## config.mk

```make
export PLATFORM = sky130hd
export DESIGN_NAME = state_control
export DESIGN_NICKNAME = d
export VERILOG_FILES = /design/src/hw/param_finder_pkg.sv /design/src/hw/state_control.sv
export VERILOG_INCLUDE_DIRS = /design/src /design/src/hw
export SDC_FILE = /design/constraint.sdc
export NUM_CORES = 1
export LEC_CHECK = 0
export BUFFER_PORTS_ARGS = -buffer_cell sky130_fd_sc_hd__buf_2
export CORE_AREA = 2 2 39 41
export CTS_CLUSTER_DIAMETER = 80
export DETAILED_ROUTE_END_ITERATION = 8
export DIE_AREA = 0 0 41 43
export PLACE_DENSITY = 0.35
export SLEW_MARGIN = 40
export SYNTH_ARGS = -nofsm -noshare
export SYNTH_HDL_FRONTEND = slang
export SYNTH_SLANG_ARGS = --single-unit
```

## constraint.sdc

```tcl
create_clock -name clk_i -period 2 [get_ports clk_i]
set_input_delay 0.1 -clock clk_i [delete_from_list [all_inputs] [get_ports clk_i]]
set_output_delay 0.1 -clock clk_i [all_outputs]
set_load 0.02 [all_outputs]
```

## src/hw/param_finder_macros.svh

```systemverilog
`ifndef PARAM_FINDER_MACROS_SVH
`define PARAM_FINDER_MACROS_SVH

////////////////////////////////////////////////////////////
// register file geometry
////////////////////////////////////////////////////////////

// entries per file, shared by both files
`define PF_RF_DEPTH 4096
`define PF_ADDR_W 12

////////////////////////////////////////////////////////////
// word and field widths
////////////////////////////////////////////////////////////

`define PF_INEX_W 32
`define PF_STATE_W 17
`define PF_PARAM_W 8
`define PF_POS_W 16

// byte lanes of the parameter word, i on top
`define PF_I_LSB 24
`define PF_Z_LSB 16
`define PF_K_LSB 8
`define PF_L_LSB 0

// state word, position above the finished bit
`define PF_POS_LSB 1
`define PF_FIN_BIT 0
`endif

```

## src/hw/param_finder_pkg.sv

```systemverilog
`default_nettype none

`include "param_finder_macros.svh"

package param_finder_pkg;

    ////////////////////////////////////////////////////////////
    // vector types
    ////////////////////////////////////////////////////////////

    // entry index into either register file
    typedef logic [`PF_ADDR_W-1:0] rf_addr_t;

    // {i, z, k, l}
    typedef logic [`PF_INEX_W-1:0] inex_word_t;

    // {position, finished}
    typedef logic [`PF_STATE_W-1:0] state_word_t;

    typedef logic [`PF_PARAM_W-1:0] param_byte_t;
    typedef logic [`PF_POS_W-1:0]   position_t;

    ////////////////////////////////////////////////////////////
    // control machine
    ////////////////////////////////////////////////////////////

    typedef enum logic [1:0] {
        CTRL_IDLE  = 2'd0,  // waiting for start
        CTRL_CLEAR = 2'd1,  // rewind both read pointers
        CTRL_SCAN  = 2'd2,  // walking the entries
        CTRL_HOLD  = 2'd3   // result held until finish
    } ctrl_state_t;

endpackage

`default_nettype wire

```

## src/hw/state_control.sv

```systemverilog
`timescale 1ns/1ps
`default_nettype none

module state_control (
    input  logic                          clk_i,
    input  logic                          rst_n_i,
    input  logic                          start_i,
    input  logic                          finish_i,
    input  logic                          scan_hit_i,
    input  logic                          scan_end_i,
    output param_finder_pkg::ctrl_state_t state_o,
    output logic                          busy_o
);

    import param_finder_pkg::*;

    ctrl_state_t state_q;
    ctrl_state_t state_d;

    ////////////////////////////////////////////////////////////
    // next state
    ////////////////////////////////////////////////////////////
    always_comb begin
        state_d = state_q;
        case (state_q)
            CTRL_IDLE: begin
                if (start_i) begin
                    state_d = CTRL_CLEAR;  // start only counts here
                end
            end
            CTRL_CLEAR: begin
                state_d = CTRL_SCAN;       // single cycle rewind
            end
            CTRL_SCAN: begin
                if (scan_hit_i || scan_end_i) begin
                    state_d = CTRL_HOLD;
                end
            end
            CTRL_HOLD: begin
                if (finish_i) begin
                    state_d = CTRL_IDLE;
                end
            end
            default: begin
                state_d = CTRL_IDLE;
            end
        endcase
    end

    always_ff @(posedge clk_i or negedge rst_n_i) begin
        if (!rst_n_i) begin
            state_q <= CTRL_IDLE;
        end else begin
            state_q <= state_d;
        end
    end

    assign state_o = state_q;

    // busy through rewind and scan, which includes the done cycle
    assign busy_o = (state_q == CTRL_CLEAR) || (state_q == CTRL_SCAN);

endmodule

`default_nettype wire

```

-- Word level (Yosys, flattened, before mapping)
Index checks and enable logic that the tools add are counted.
- output and inout bits: 3
- flip-flop bits (word level): 2
- word-level logic and storage cells: 15
- input port bits: 6
- reductions and logical operators: 4
- multiplexer cells: 4
- eq/ne operators: 6
- operators by type and width (cell ; number):
    one-hot mux 2 bit (4 select lines) ; 1
    2-to-1 mux 2 bit ; 3
    inequality test 2 bit, second input constant ; 3
    equality test 2 bit, second input constant ; 2
    AND reduction 3 bit ; 1
    equality test 2 x 1 -> 1 bit, second input constant ; 1
    logical NOT 2 bit ; 1
    logical OR 1 bit ; 2

-- Longest topological paths before layout
- depth after elaboration: 3
- gate-level depth with buffers: 5

-- Worst setup path after synthesis
No wires, ideal clock.
- path type: flip-flop to flip-flop
- start: register state_q[0] (netlist: state_o[0])
- end: register state_q[1] (netlist: state_o[1])
- cell stages (with the launch flop): 6
- path slack: 0.470 ns
- period minus slack after synthesis: 1.530 ns
- required time: 1.872 ns
- arrival: 1.403 ns
- path through: dfrtp_1 > inv_1 > ha_1 > nor2b_1 > a211oi_2 > mux2_1
- longest elaborated chain between the ends: 3
- elaborated cells on any way between the ends: 9
- classes of those cells: eq/ne: 6; mux: 1; reduce/logical: 2
- ends and longest elaborated chain (item ; RTL line ; RTL):
    start, declared ; state_control.sv:17 ; ctrl_state_t state_q;
    start signal, assigned ; state_control.sv:54 ; state_q <= state_d;
    equality test 2 bit / logical NOT 2 bit (equally long branches) ; state_control.sv:25 ; case (state_q)
    inequality test 2 bit (no source line) ; n/a ;
    AND reduction 3 bit (no source line) ; n/a ;
Several ways; a longest one is shown, not always the timed one.
A chain may end at the register's enable or synchronous reset.

-- Worst setup path after layout
Same ends and word-level chain as after synthesis.

==> flow_summary.yaml <==
placement:
  dp_slack_ns: 0.531
  hpwl_um: 304
  place_congestion: 0.579
  place_area_um2: 234
  dp.cells: 39
  io_buffers: 8
routing:
  firstDrtPassIters: 2
  drt_iter0_drc: 2
  wl_per_cell_um: 8.79
  antenna_left: 0
  drt_drc_violations_left: 0
  viasPerCell: 3.56
  wl_um: 378
  via_count: 153
floorplanning:
  die_w_um: 41
  die_h_um: 43
  boundaryPins: 9
  fp-row-count: 14
  die_area_mm2: 0.00176
  start_util_pct: 12.6
  core_area_mm2: 0.00138
cells_and_area:
  instances_no_fill: 43
  fin_util_pct: 19.3
  fill_cells: 148
  finalInstanceArea_um2: 267
  drive_gt1_share_pct: 51.9
  antenna_cells: 0
  multi_input_area_um2: 116
  largest_reg_flops: 2
  fin_nets: 39
  register_area_um2: 50.0
  syn_to_final_growth_pct: 53.2
global_routing:
  grt_use_total_pct: 5.23
  overflow: 0
  grt_max_degree: 6
  grt_pass1_wl_um: 586
  antenna_found_initial: 0
  grt_pass1_vias: 170
critical_path:
  r2r-end: "state_o[1]"
  endpoint_kind: "register"
  cpMaxStageDelayCell: "dfrtp_1"
  cp.required_ns: 2.09
  crit_type: "reg -> reg"
  r2r_cells: 5
  crit_chain: "inv_1, ha_1, nor2b_1, a211oi_2, mux2_1"
  critPathMaxStageDelay_ns: 0.38
  rrSetupSlack_ns: 0.53
  cp.arrival_ns: 1.56
  reg2reg_from: "state_o[0]"
  cp_max_fo: 4
  startpoint_type: "register"
clocking:
  cts_buffer_depth: 2
  cts_max_level: 1
  root_buffer: "clkbuf_4"
  cts_tree: "done"
  clock-sinks: 2
  numCtsBuffers: 3
  clkTransAtPathRegs_ns: 0.03
  clock_latency_ns: 0.22
hold_path:
  hold_class: "in -> async"
timing:
  fin_setup_tns_ns: 0
  fmax_ghz: 0.682
  tightest_slew_ns: 0.203
  finalCritPeriodShare_pct: 73.3
  worst_slack_ns: 0.534
  drv_slew: 0
  rsz0062_at_grt: "false"
  setup_viol: 0
  period_needed_ns: 1.47
  skew_ns: 0.000321
  slew_headroom_pct: 86.4
  finalHoldViolations: 0
logic_synthesis:
  syn_nets: 25
  synth.top_cells.by_area: "dfrtp_1 (29%), ha_1 (29%), nor2b_4 (7.9%)"
  ys_types: 10
  synth_area_leader_cell: "dfrtp_1"
  synth_area_per_cell_um2: 11.6
  yosysSeqAreaShare_pct: 28.8
  synth-async-reset-ratio_pct: 100
  syn_inst: 15
  yosys_warnings: 0
  synth_top_area_share_pct: 28.8
  synth_common_cells: "ha_1 (4), dfrtp_1 (2), inv_1 (2)"
  post-synth-top-count-cell: "ha_1"
  synth_seq_cells: 2
  synthFlopType: "dfrtp_1"
  synth_edf_count: 0
  synth_area_um2: 174
power_and_ir_drop:
  p_per_area_mw_per_mm2: 1620
  peakVddDrop_v: 0.000501
  p_leak_uw: 0.000134
status:
  outcome: "completed"
job:
  maxCapViolCount: 0
-- power by group --
part | internal (µW) | leakage (µW) | switching (µW) | total (µW)
clock | 66.0 | 0.0000138 | 20.9 | 86.9
sequential | 64.2 | 0.0000233 | 22.9 | 87.1
combinational | 115 | 0.0000964 | 142 | 257
-- layout by cell type (no fill, tap or decap) --
master,instances
dlygate4sd3_1,1
mux2_1,1
inv_1,2
nor2b_1,1
ha_1,4
nor2_2,1
nor2b_4,1
dfrtp_1,2
o32a_1,1
or2_0,1
clkbuf_4,3
a211oi_2,1
buf_2,8
-- cell families after synthesis --
| group | synth area share [%] |
|---|---|
| adders and majority gates | 28.8 |
| and+or+nand+nor | 18.7 |
| AOI/OAI and AO/OA | 12.9 |
| buffers and inverters | 4.32 |
| DFF | 28.8 |
| muxes | 6.47 |
-- area by class of cell --
cell class | count | area share, %
inverters | 2 | 2.82
clock buffers | 3 | 8.45
multi-input cells | 11 | 43.7
flip-flops and latches | 2 | 18.8
repair buffers | 9 | 18.8
well taps | 16 | 7.51
-- layer usage --
| metal | routed length [µm] | part of all wire (%) | vias up | track usage, % |
|---|---|---|---|---|
| li1 | - | - | 79 | - |
| met1 | 184 | 49 | 65 | 6.13 |
| met2 | 152 | 40 | 9 | 6.25 |
| met3 | 41 | 11 | 0 | 2.09 |
| met4 | 0 | 0 | 0 | 6.00 |
| met5 | 0 | 0 | - | 0 |
-- worst max-delay path, delay by kind of cell (launching register included) --
kind | cells | cell delay, ns
AOI/OAI and AO/OA | 1 | 0.18
adders and majority gates | 1 | 0.19
buffers and inverters | 1 | 0.09
DFF | 1 | 0.38
and+or+nand+nor | 1 | 0.15
muxes | 1 | 0.35
-- timing repair --
item,in CTS,in global routing
setup buffers,0,0
setup endpoints to repair,0,0
resized for setup,0,0
hold buffers,1,0
hold endpoints to repair,2,0
-- worst max-delay path by stage --
stage | from | endpoint | slack, ns | depth (start not counted)
after global placement | state_o[0] | state_o[1] | 0.55 | 5
final | state_o[0] | state_o[1] | 0.53 | 5
after detailed placement | state_o[0] | state_o[1] | 0.53 | 5
after global routing | state_o[0] | state_o[1] | 0.46 | 5
after CTS | state_o[0] | state_o[1] | 0.52 | 5
after floorplan | state_o[0] | state_o[1] | 0.47 | 5
-- through the flow --
step           hold slack [ns]  power [µW]
5_1_grt                  0.202         474
3_3_place_gp            -0.114         346
6_report                 0.198         431
2_1_floorplan           -0.196         276
3_5_place_dp            -0.112         349
4_1_cts                  0.186         445
Note: power is estimated with default switching activity, not from simulation.
