### config.mk
export PLATFORM = sky130hd
export DESIGN_NAME = get_param
export DESIGN_NICKNAME = d
export VERILOG_FILES = /design/src/hw/param_finder_pkg.sv /design/src/hw/get_param.sv
export VERILOG_INCLUDE_DIRS = /design/src /design/src/hw
export SDC_FILE = /design/constraint.sdc
export NUM_CORES = 1
export LEC_CHECK = 0
export BUFFER_PORTS_ARGS = -buffer_cell sky130_fd_sc_hd__buf_4
export CORE_ASPECT_RATIO = 1.5
export CORE_UTILIZATION = 36
export DETAILED_ROUTE_END_ITERATION = 16
export PLACE_DENSITY = 0.76
export SYNTH_ARGS = -nofsm -noshare
export SYNTH_HDL_FRONTEND = slang
export SYNTH_SLANG_ARGS = --single-unit
export TNS_END_PERCENT = 20
### constraint.sdc
create_clock -name clk_i -period 3.6 [get_ports clk_i]
set_input_delay 0.9 -clock clk_i [delete_from_list [all_inputs] [get_ports clk_i]]
set_output_delay 0.9 -clock clk_i [all_outputs]
set_load 0.1 [all_outputs]
### src/hw/param_finder_macros.svh
`ifndef PARAM_FINDER_MACROS_SVH
`define PARAM_FINDER_MACROS_SVH

////////////////////////////////////////////////////////////
// register file geometry
////////////////////////////////////////////////////////////

// entries per file, shared by both files
`define PF_RF_DEPTH 4096
`define PF_ADDR_W 12

////////////////////////////////////////////////////////////
// word and field widths
////////////////////////////////////////////////////////////

`define PF_INEX_W 32
`define PF_STATE_W 17
`define PF_PARAM_W 8
`define PF_POS_W 16

// byte lanes of the parameter word, i on top
`define PF_I_LSB 24
`define PF_Z_LSB 16
`define PF_K_LSB 8
`define PF_L_LSB 0

// state word, position above the finished bit
`define PF_POS_LSB 1
`define PF_FIN_BIT 0
`endif

### src/hw/param_finder_pkg.sv
`default_nettype none

`include "param_finder_macros.svh"

package param_finder_pkg;

    ////////////////////////////////////////////////////////////
    // vector types
    ////////////////////////////////////////////////////////////

    // entry index into either register file
    typedef logic [`PF_ADDR_W-1:0] rf_addr_t;

    // {i, z, k, l}
    typedef logic [`PF_INEX_W-1:0] inex_word_t;

    // {position, finished}
    typedef logic [`PF_STATE_W-1:0] state_word_t;

    typedef logic [`PF_PARAM_W-1:0] param_byte_t;
    typedef logic [`PF_POS_W-1:0]   position_t;

    ////////////////////////////////////////////////////////////
    // control machine
    ////////////////////////////////////////////////////////////

    typedef enum logic [1:0] {
        CTRL_IDLE  = 2'd0,  // waiting for start
        CTRL_CLEAR = 2'd1,  // rewind both read pointers
        CTRL_SCAN  = 2'd2,  // walking the entries
        CTRL_HOLD  = 2'd3   // result held until finish
    } ctrl_state_t;

endpackage

`default_nettype wire

### src/hw/get_param.sv
`timescale 1ns/1ps
`default_nettype none

`include "param_finder_macros.svh"

module get_param (
    input  logic                          clk_i,
    input  logic                          rst_n_i,
    input  param_finder_pkg::ctrl_state_t ctrl_state_i,
    // parameter file
    output logic                          seq_re_inex_o,
    output logic                          ran_re_inex_o,
    output param_finder_pkg::rf_addr_t    ran_addr_inex_o,
    input  param_finder_pkg::rf_addr_t    inex_addr_i,
    input  param_finder_pkg::inex_word_t  inex_data_i,
    input  logic                          inex_valid_i,
    // state file
    output logic                          seq_re_state_o,
    output logic                          ran_re_state_o,
    output param_finder_pkg::rf_addr_t    ran_addr_state_o,
    input  param_finder_pkg::state_word_t state_data_i,
    // held result
    output param_finder_pkg::param_byte_t i_o,
    output param_finder_pkg::param_byte_t z_o,
    output param_finder_pkg::param_byte_t k_o,
    output param_finder_pkg::param_byte_t l_o,
    output param_finder_pkg::rf_addr_t    addr_o,
    output param_finder_pkg::position_t   position_o,
    output logic                          found_o,
    output logic                          done_o,
    // back to the control machine
    output logic                          scan_hit_o,
    output logic                          scan_end_o
);

    import param_finder_pkg::*;

    logic        scan_go;
    logic        hit;
    logic        at_end;
    logic        ran_re;
    logic        seq_re;
    logic        found_q;
    logic        done_q;
    param_byte_t i_q, z_q, k_q, l_q;
    rf_addr_t    addr_q;
    position_t   pos_q;

    ////////////////////////////////////////////////////////////
    // scan decisions on the presented word pair
    ////////////////////////////////////////////////////////////

    // stop looking once done is up, the machine leaves scan next edge
    assign scan_go = (ctrl_state_i == CTRL_SCAN) && !done_q;
    assign at_end  = scan_go && !inex_valid_i;
    assign hit     = scan_go && inex_valid_i && !state_data_i[`PF_FIN_BIT];
    assign seq_re  = scan_go && inex_valid_i && state_data_i[`PF_FIN_BIT];
    assign ran_re  = (ctrl_state_i == CTRL_CLEAR);  // rewind both files

    assign ran_re_inex_o    = ran_re;
    assign ran_re_state_o   = ran_re;
    assign ran_addr_inex_o  = '0;       // every scan starts at entry 0
    assign ran_addr_state_o = '0;
    assign seq_re_inex_o    = seq_re;   // pointers move in lockstep
    assign seq_re_state_o   = seq_re;

    // control flags
    always_ff @(posedge clk_i or negedge rst_n_i) begin
        if (!rst_n_i) begin
            found_q <= 1'b0;
            done_q  <= 1'b0;
        end else begin
            done_q <= hit || at_end;   // one cycle, next edge is hold
            if (ctrl_state_i == CTRL_IDLE) begin
                found_q <= 1'b0;
            end else if (hit) begin
                found_q <= 1'b1;
            end else if (at_end) begin
                found_q <= 1'b0;
            end
        end
    end

    // capture the fields of the hit
    always_ff @(posedge clk_i) begin
        if (hit) begin
            i_q    <= inex_data_i[`PF_I_LSB +: `PF_PARAM_W];
            z_q    <= inex_data_i[`PF_Z_LSB +: `PF_PARAM_W];
            k_q    <= inex_data_i[`PF_K_LSB +: `PF_PARAM_W];
            l_q    <= inex_data_i[`PF_L_LSB +: `PF_PARAM_W];
            addr_q <= inex_addr_i;
            pos_q  <= state_data_i[`PF_POS_LSB +: `PF_POS_W];
        end
    end

    assign i_o        = i_q;
    assign z_o        = z_q;
    assign k_o        = k_q;
    assign l_o        = l_q;
    assign addr_o     = addr_q;
    assign position_o = pos_q;
    assign found_o    = found_q;
    assign done_o     = done_q;
    assign scan_hit_o = done_q && found_q;
    assign scan_end_o = done_q && !found_q;

endmodule

`default_nettype wire

## Yosys cells after proc, flatten, opt, wreduce, memory -nomap -nowiden

Cells that the tools add are included.

- Word-level logic and storage cells: 27
- Register bits: 62
- Output and inout port bits: 92
- Memories kept: 0
- Bits in read-only memories: 0
- Latch bits: 0
- RAM bits: 0

- $mul: 0
- Multiplexer cells: 3
- Divide/modulo/power cells: 0
- Reduce and logical (&&, ||, !) cells: 14
- Add/subtract/negate cells: 0
- Equal/unequal tests: 2
- Order comparisons: 0
- Shifts and indexed selects: 0
- Bitwise gates (word level): 0

Operators with widths:

| cell | number |
|---|---|
| logical AND 1 bit | 7 |
| logical NOT 1 bit | 4 |
| 2-to-1 mux 1 bit | 3 |
| nonzero test 3 bit | 1 |
| == test 2 x 1 -> 1 bit, second input constant | 1 |
| == test 2 bit, second input constant | 1 |
| logical NOT 2 bit | 1 |
| logical OR 1 bit | 1 |

## Longest topological paths before layout

- Depth in word-level cells: 6
- Depth in mapped cells: 3
- Depth with buffers taken out: 2

## Least setup slack after synthesis

No wires, ideal clock.

- Kind: register to register
- From: reg done_q (netlist: done_o)
- To: reg addr_q[0] (netlist: addr_o[0]) (enable)
- Data required time: 3.122 ns
- Arrival: 3.670 ns
- Setup slack: -0.548 ns
- Stages on the path, launching flop included: 3
- Buffers on the path: 0
- Cell sequence: dfrtp_1 > nand4bb_4 > nor2_1

- Longest elaborated chain between the ends: 4

Ends and longest elaborated chain:

| item | line | RTL |
|---|---|---|
| from (decl) | get_param.sv:44 | `logic done_q;` |
| from (signal assigned) | get_param.sv:73 | `done_q <= hit \|\| at_end;` |
| logical NOT 1 bit | get_param.sv:54 | `assign scan_go = (ctrl_state_i == CTRL_SCAN) && !done_q;` |
| logical AND 1 bit | get_param.sv:54 |  |
| logical AND 1 bit (2 in a row) | get_param.sv:56 | `` assign hit = scan_go && inex_valid_i && !state_data_i[`PF_FIN_BIT]; `` |
| named net hit | get_param.sv:39 | `logic hit;` |
| to (signal assigned) | get_param.sv:91 | `addr_q <= inex_addr_i;` |
| to (decl) | get_param.sv:46 | `rf_addr_t addr_q;` |

The timed path passes the listed nets, and every way through them passes these cells.
A chain may end at the register's enable or synchronous reset.

## Worst setup path after layout

- From: in ctrl_state_i[0]
- To: out seq_re_inex_o

- Longest elaborated chain between the ends: 4

Ends and longest elaborated chain:

| item | line | RTL |
|---|---|---|
| from (decl) | get_param.sv:9 | `input param_finder_pkg::ctrl_state_t ctrl_state_i,` |
| == test 2 bit | get_param.sv:54 |  |
| logical AND 1 bit | get_param.sv:54 |  |
| logical AND 1 bit (2 in a row) | get_param.sv:57 | `` assign seq_re = scan_go && inex_valid_i && state_data_i[`PF_FIN_BIT]; `` |
| to (decl) | get_param.sv:11 | `output logic seq_re_inex_o,` |

No other way between the ends.

==> metrics <==
status=complete, no violations; total track usage=14.7%; Avg WL per Cell=13.7 um; first-pass GRT wire length=6480 um; clock sink total=62; PortBufs=133; Unique masters post-synth=13; largest cells by area after synthesis=edfxtp_1 (84%), buf_4 (9.1%), dfrtp_1 (2.3%); initial antenna violation count=0; mapped cell area=2150 um^2; RD Place Congestion=0.709; Slew Limit Fails=0; CTS Buf Count=9; critical-path cell list=buf_4 -> nand4bb_4 -> nor2_1 -> buf_4; TritonRoute pass-1 iters=4; Vias=1316; Finish-stage setup viols=0; Yosys Warn Count=0; most common cell after layout, fill and taps aside=buf_4; Critical path buffers and inverters=2; Initial Util=37.2%; max incr delay on CP=0.31 ns; period utilisation layout=73.4%; Max-Cap Viols=0; drt drc=0; filler instances=483; Post-Synthesis Cells=101; placed instance area=3150 um^2; unrepaired setup endpoints after global routing=no; final non-filler cell total=321; most frequent cells in the layout=buf_4 (135), edfxtp_1 (60), conb_1 (24); Worst Setup SP=ctrl_state_i[0]; WHS=0.341 ns; number of gates resized after cts=0; root buffer cell=clkbuf_8; htree depth=3; vias per cell=4.10; Worst R2R End=position_o[11]$_DFFE_PP_; crit start category=input pin; r2r startpoint=done_o$_DFF_PN0_; Hold Crit Class=input pin to asynchronous set/reset pin; hold buffers post-CTS=0; I/O Pins=158; chip width=65.1 um; CP max stage cell=buf_4; VDD IR-drop max=0.000249 V; Worst EP arrival=1.74 ns; Least-Margin Pin Slew=0.563 ns; post-synthesis register bit count=62; post-synth top area share=83.8%; Diodes inserted=0; post-DP HPWL=3410 um; Worst Path Max Fanout=4; clock slew at reported path FFs=0.06 ns; Finished Cell Area=3360 um^2; min Tclk post-route=2.64 ns; Longest Clk Path Bufs=2; CTS tree=done; final hold vios=0; largest net degree at the start of global routing=23; final setup margin=0.959 ns; reg2reg path depth=3; overflow left after global routing=0; Power Dens Cells=523 nW/um^2; crit-path most repeated cell=buf_4; Die Ht=96.7 um; Die ar.=6290 um^2; Worst EP required=2.70 ns; Clock Skews=0.00357 ns; sequential-to-total area share from yosys stat=86.1%; placed cells=305; mean post-synth cell area=21.3 um^2; Static Leak=1.44 nW; Synth area leader=edfxtp_1; layout cells sized above 1=61.0%; core region area=5790 um^2; final wirelength=4410 um; Initial DRC Count=137; Reg2Reg Setup Slack=1.72 ns; number of global-route vias before repair=1306; row count=34; net total in the final layout=310; Worst slew margin=62.4%; CP delay by family, top=buffers and inverters; Synth-to-Final Area Change=56.1%; antenna-violating nets left=0; fmax=379 MHz; kind of critical path=input pin to output pin; post-CTS setup buffers=0; pre-CTS setup slack=0.959 ns; crit end category=output pin; final setup TNS=0 ns; Clock Latency Late Sink=0.32 ns
-- area by class of cell --
class                   count  area [um^2]  share of cell area, %
clock buffers              11          131                   3.91
clock inverters             5         73.8                   2.20
inverters                   2         7.51                  0.224
multi-input cells          34          190                   5.66
flip-flops and latches     62         1850                   55.1
well taps                  72         90.1                   2.68
repair buffers            135         1010                   30.2
-- cells by family (layout without fill, tap and decap cells) --
logic type      count (synthesis)  count (layout)  share of synthesized area [%]
compound gates                  3               3                           1.63
buf+inv                        28             153                           9.42
flops                          62              62                           86.1
other cells                     1              24                          0.174
simple gates                    7               7                           2.68
-- metal layers --
layer / wire (um) / track usage, %
met5: 0 / 0
met4: 131 / 8.86
met3: 501 / 5.42
met2: 2390 / 26.0
met1: 1390 / 13.7
-- sequential cells by signal (all words and copies together), names as in the netlist --
| signal | cells |
|---|---|
| k_o | 8 |
| position_o | 16 |
| found_o | 1 |
| done_o | 1 |
| l_o | 8 |
| z_o | 8 |
| addr_o | 12 |
| i_o | 8 |
-- how the worst max path moves through the flow --
stage	end	slack, ns	cells past startpoint
2_1_floorplan	seq_re_state_o	-0.23	3
3_3_place_gp	seq_re_inex_o	0.97	4
3_5_place_dp	seq_re_state_o	0.96	4
4_1_cts	seq_re_state_o	0.95	4
5_1_grt	seq_re_state_o	0.89	4
6_report	seq_re_inex_o	0.96	4
-- metrics by stage --
stage	total power, mW	utilization [%]
after floorplan	1.08	-
after global placement	1.14	54.5
after detailed placement	1.15	54.5
after CTS	1.77	58.0
after global routing	1.81	58.0
final	1.76	58.0
-- power breakdown --
part / total (mW) / leakage (nW) / internal [mW] / switching, mW
combinational: 0.318 / 0.769 / 0.0682 / 0.250
clock: 0.625 / 0.105 / 0.385 / 0.240
sequential: 0.814 / 0.571 / 0.808 / 0.00603
total: 1.76 / 1.44 / 1.26 / 0.496
-- cells in the mapped netlist, drive strengths merged --
cell type and count:
edfxtp 60, buf 26, dfrtp 2, inv 2
nor2 2, nor2b 2, o211ai 2, a2111oi 1
and2 1, conb 1, nand2 1, nand4bb 1
(Power assumes the default switching activity.)
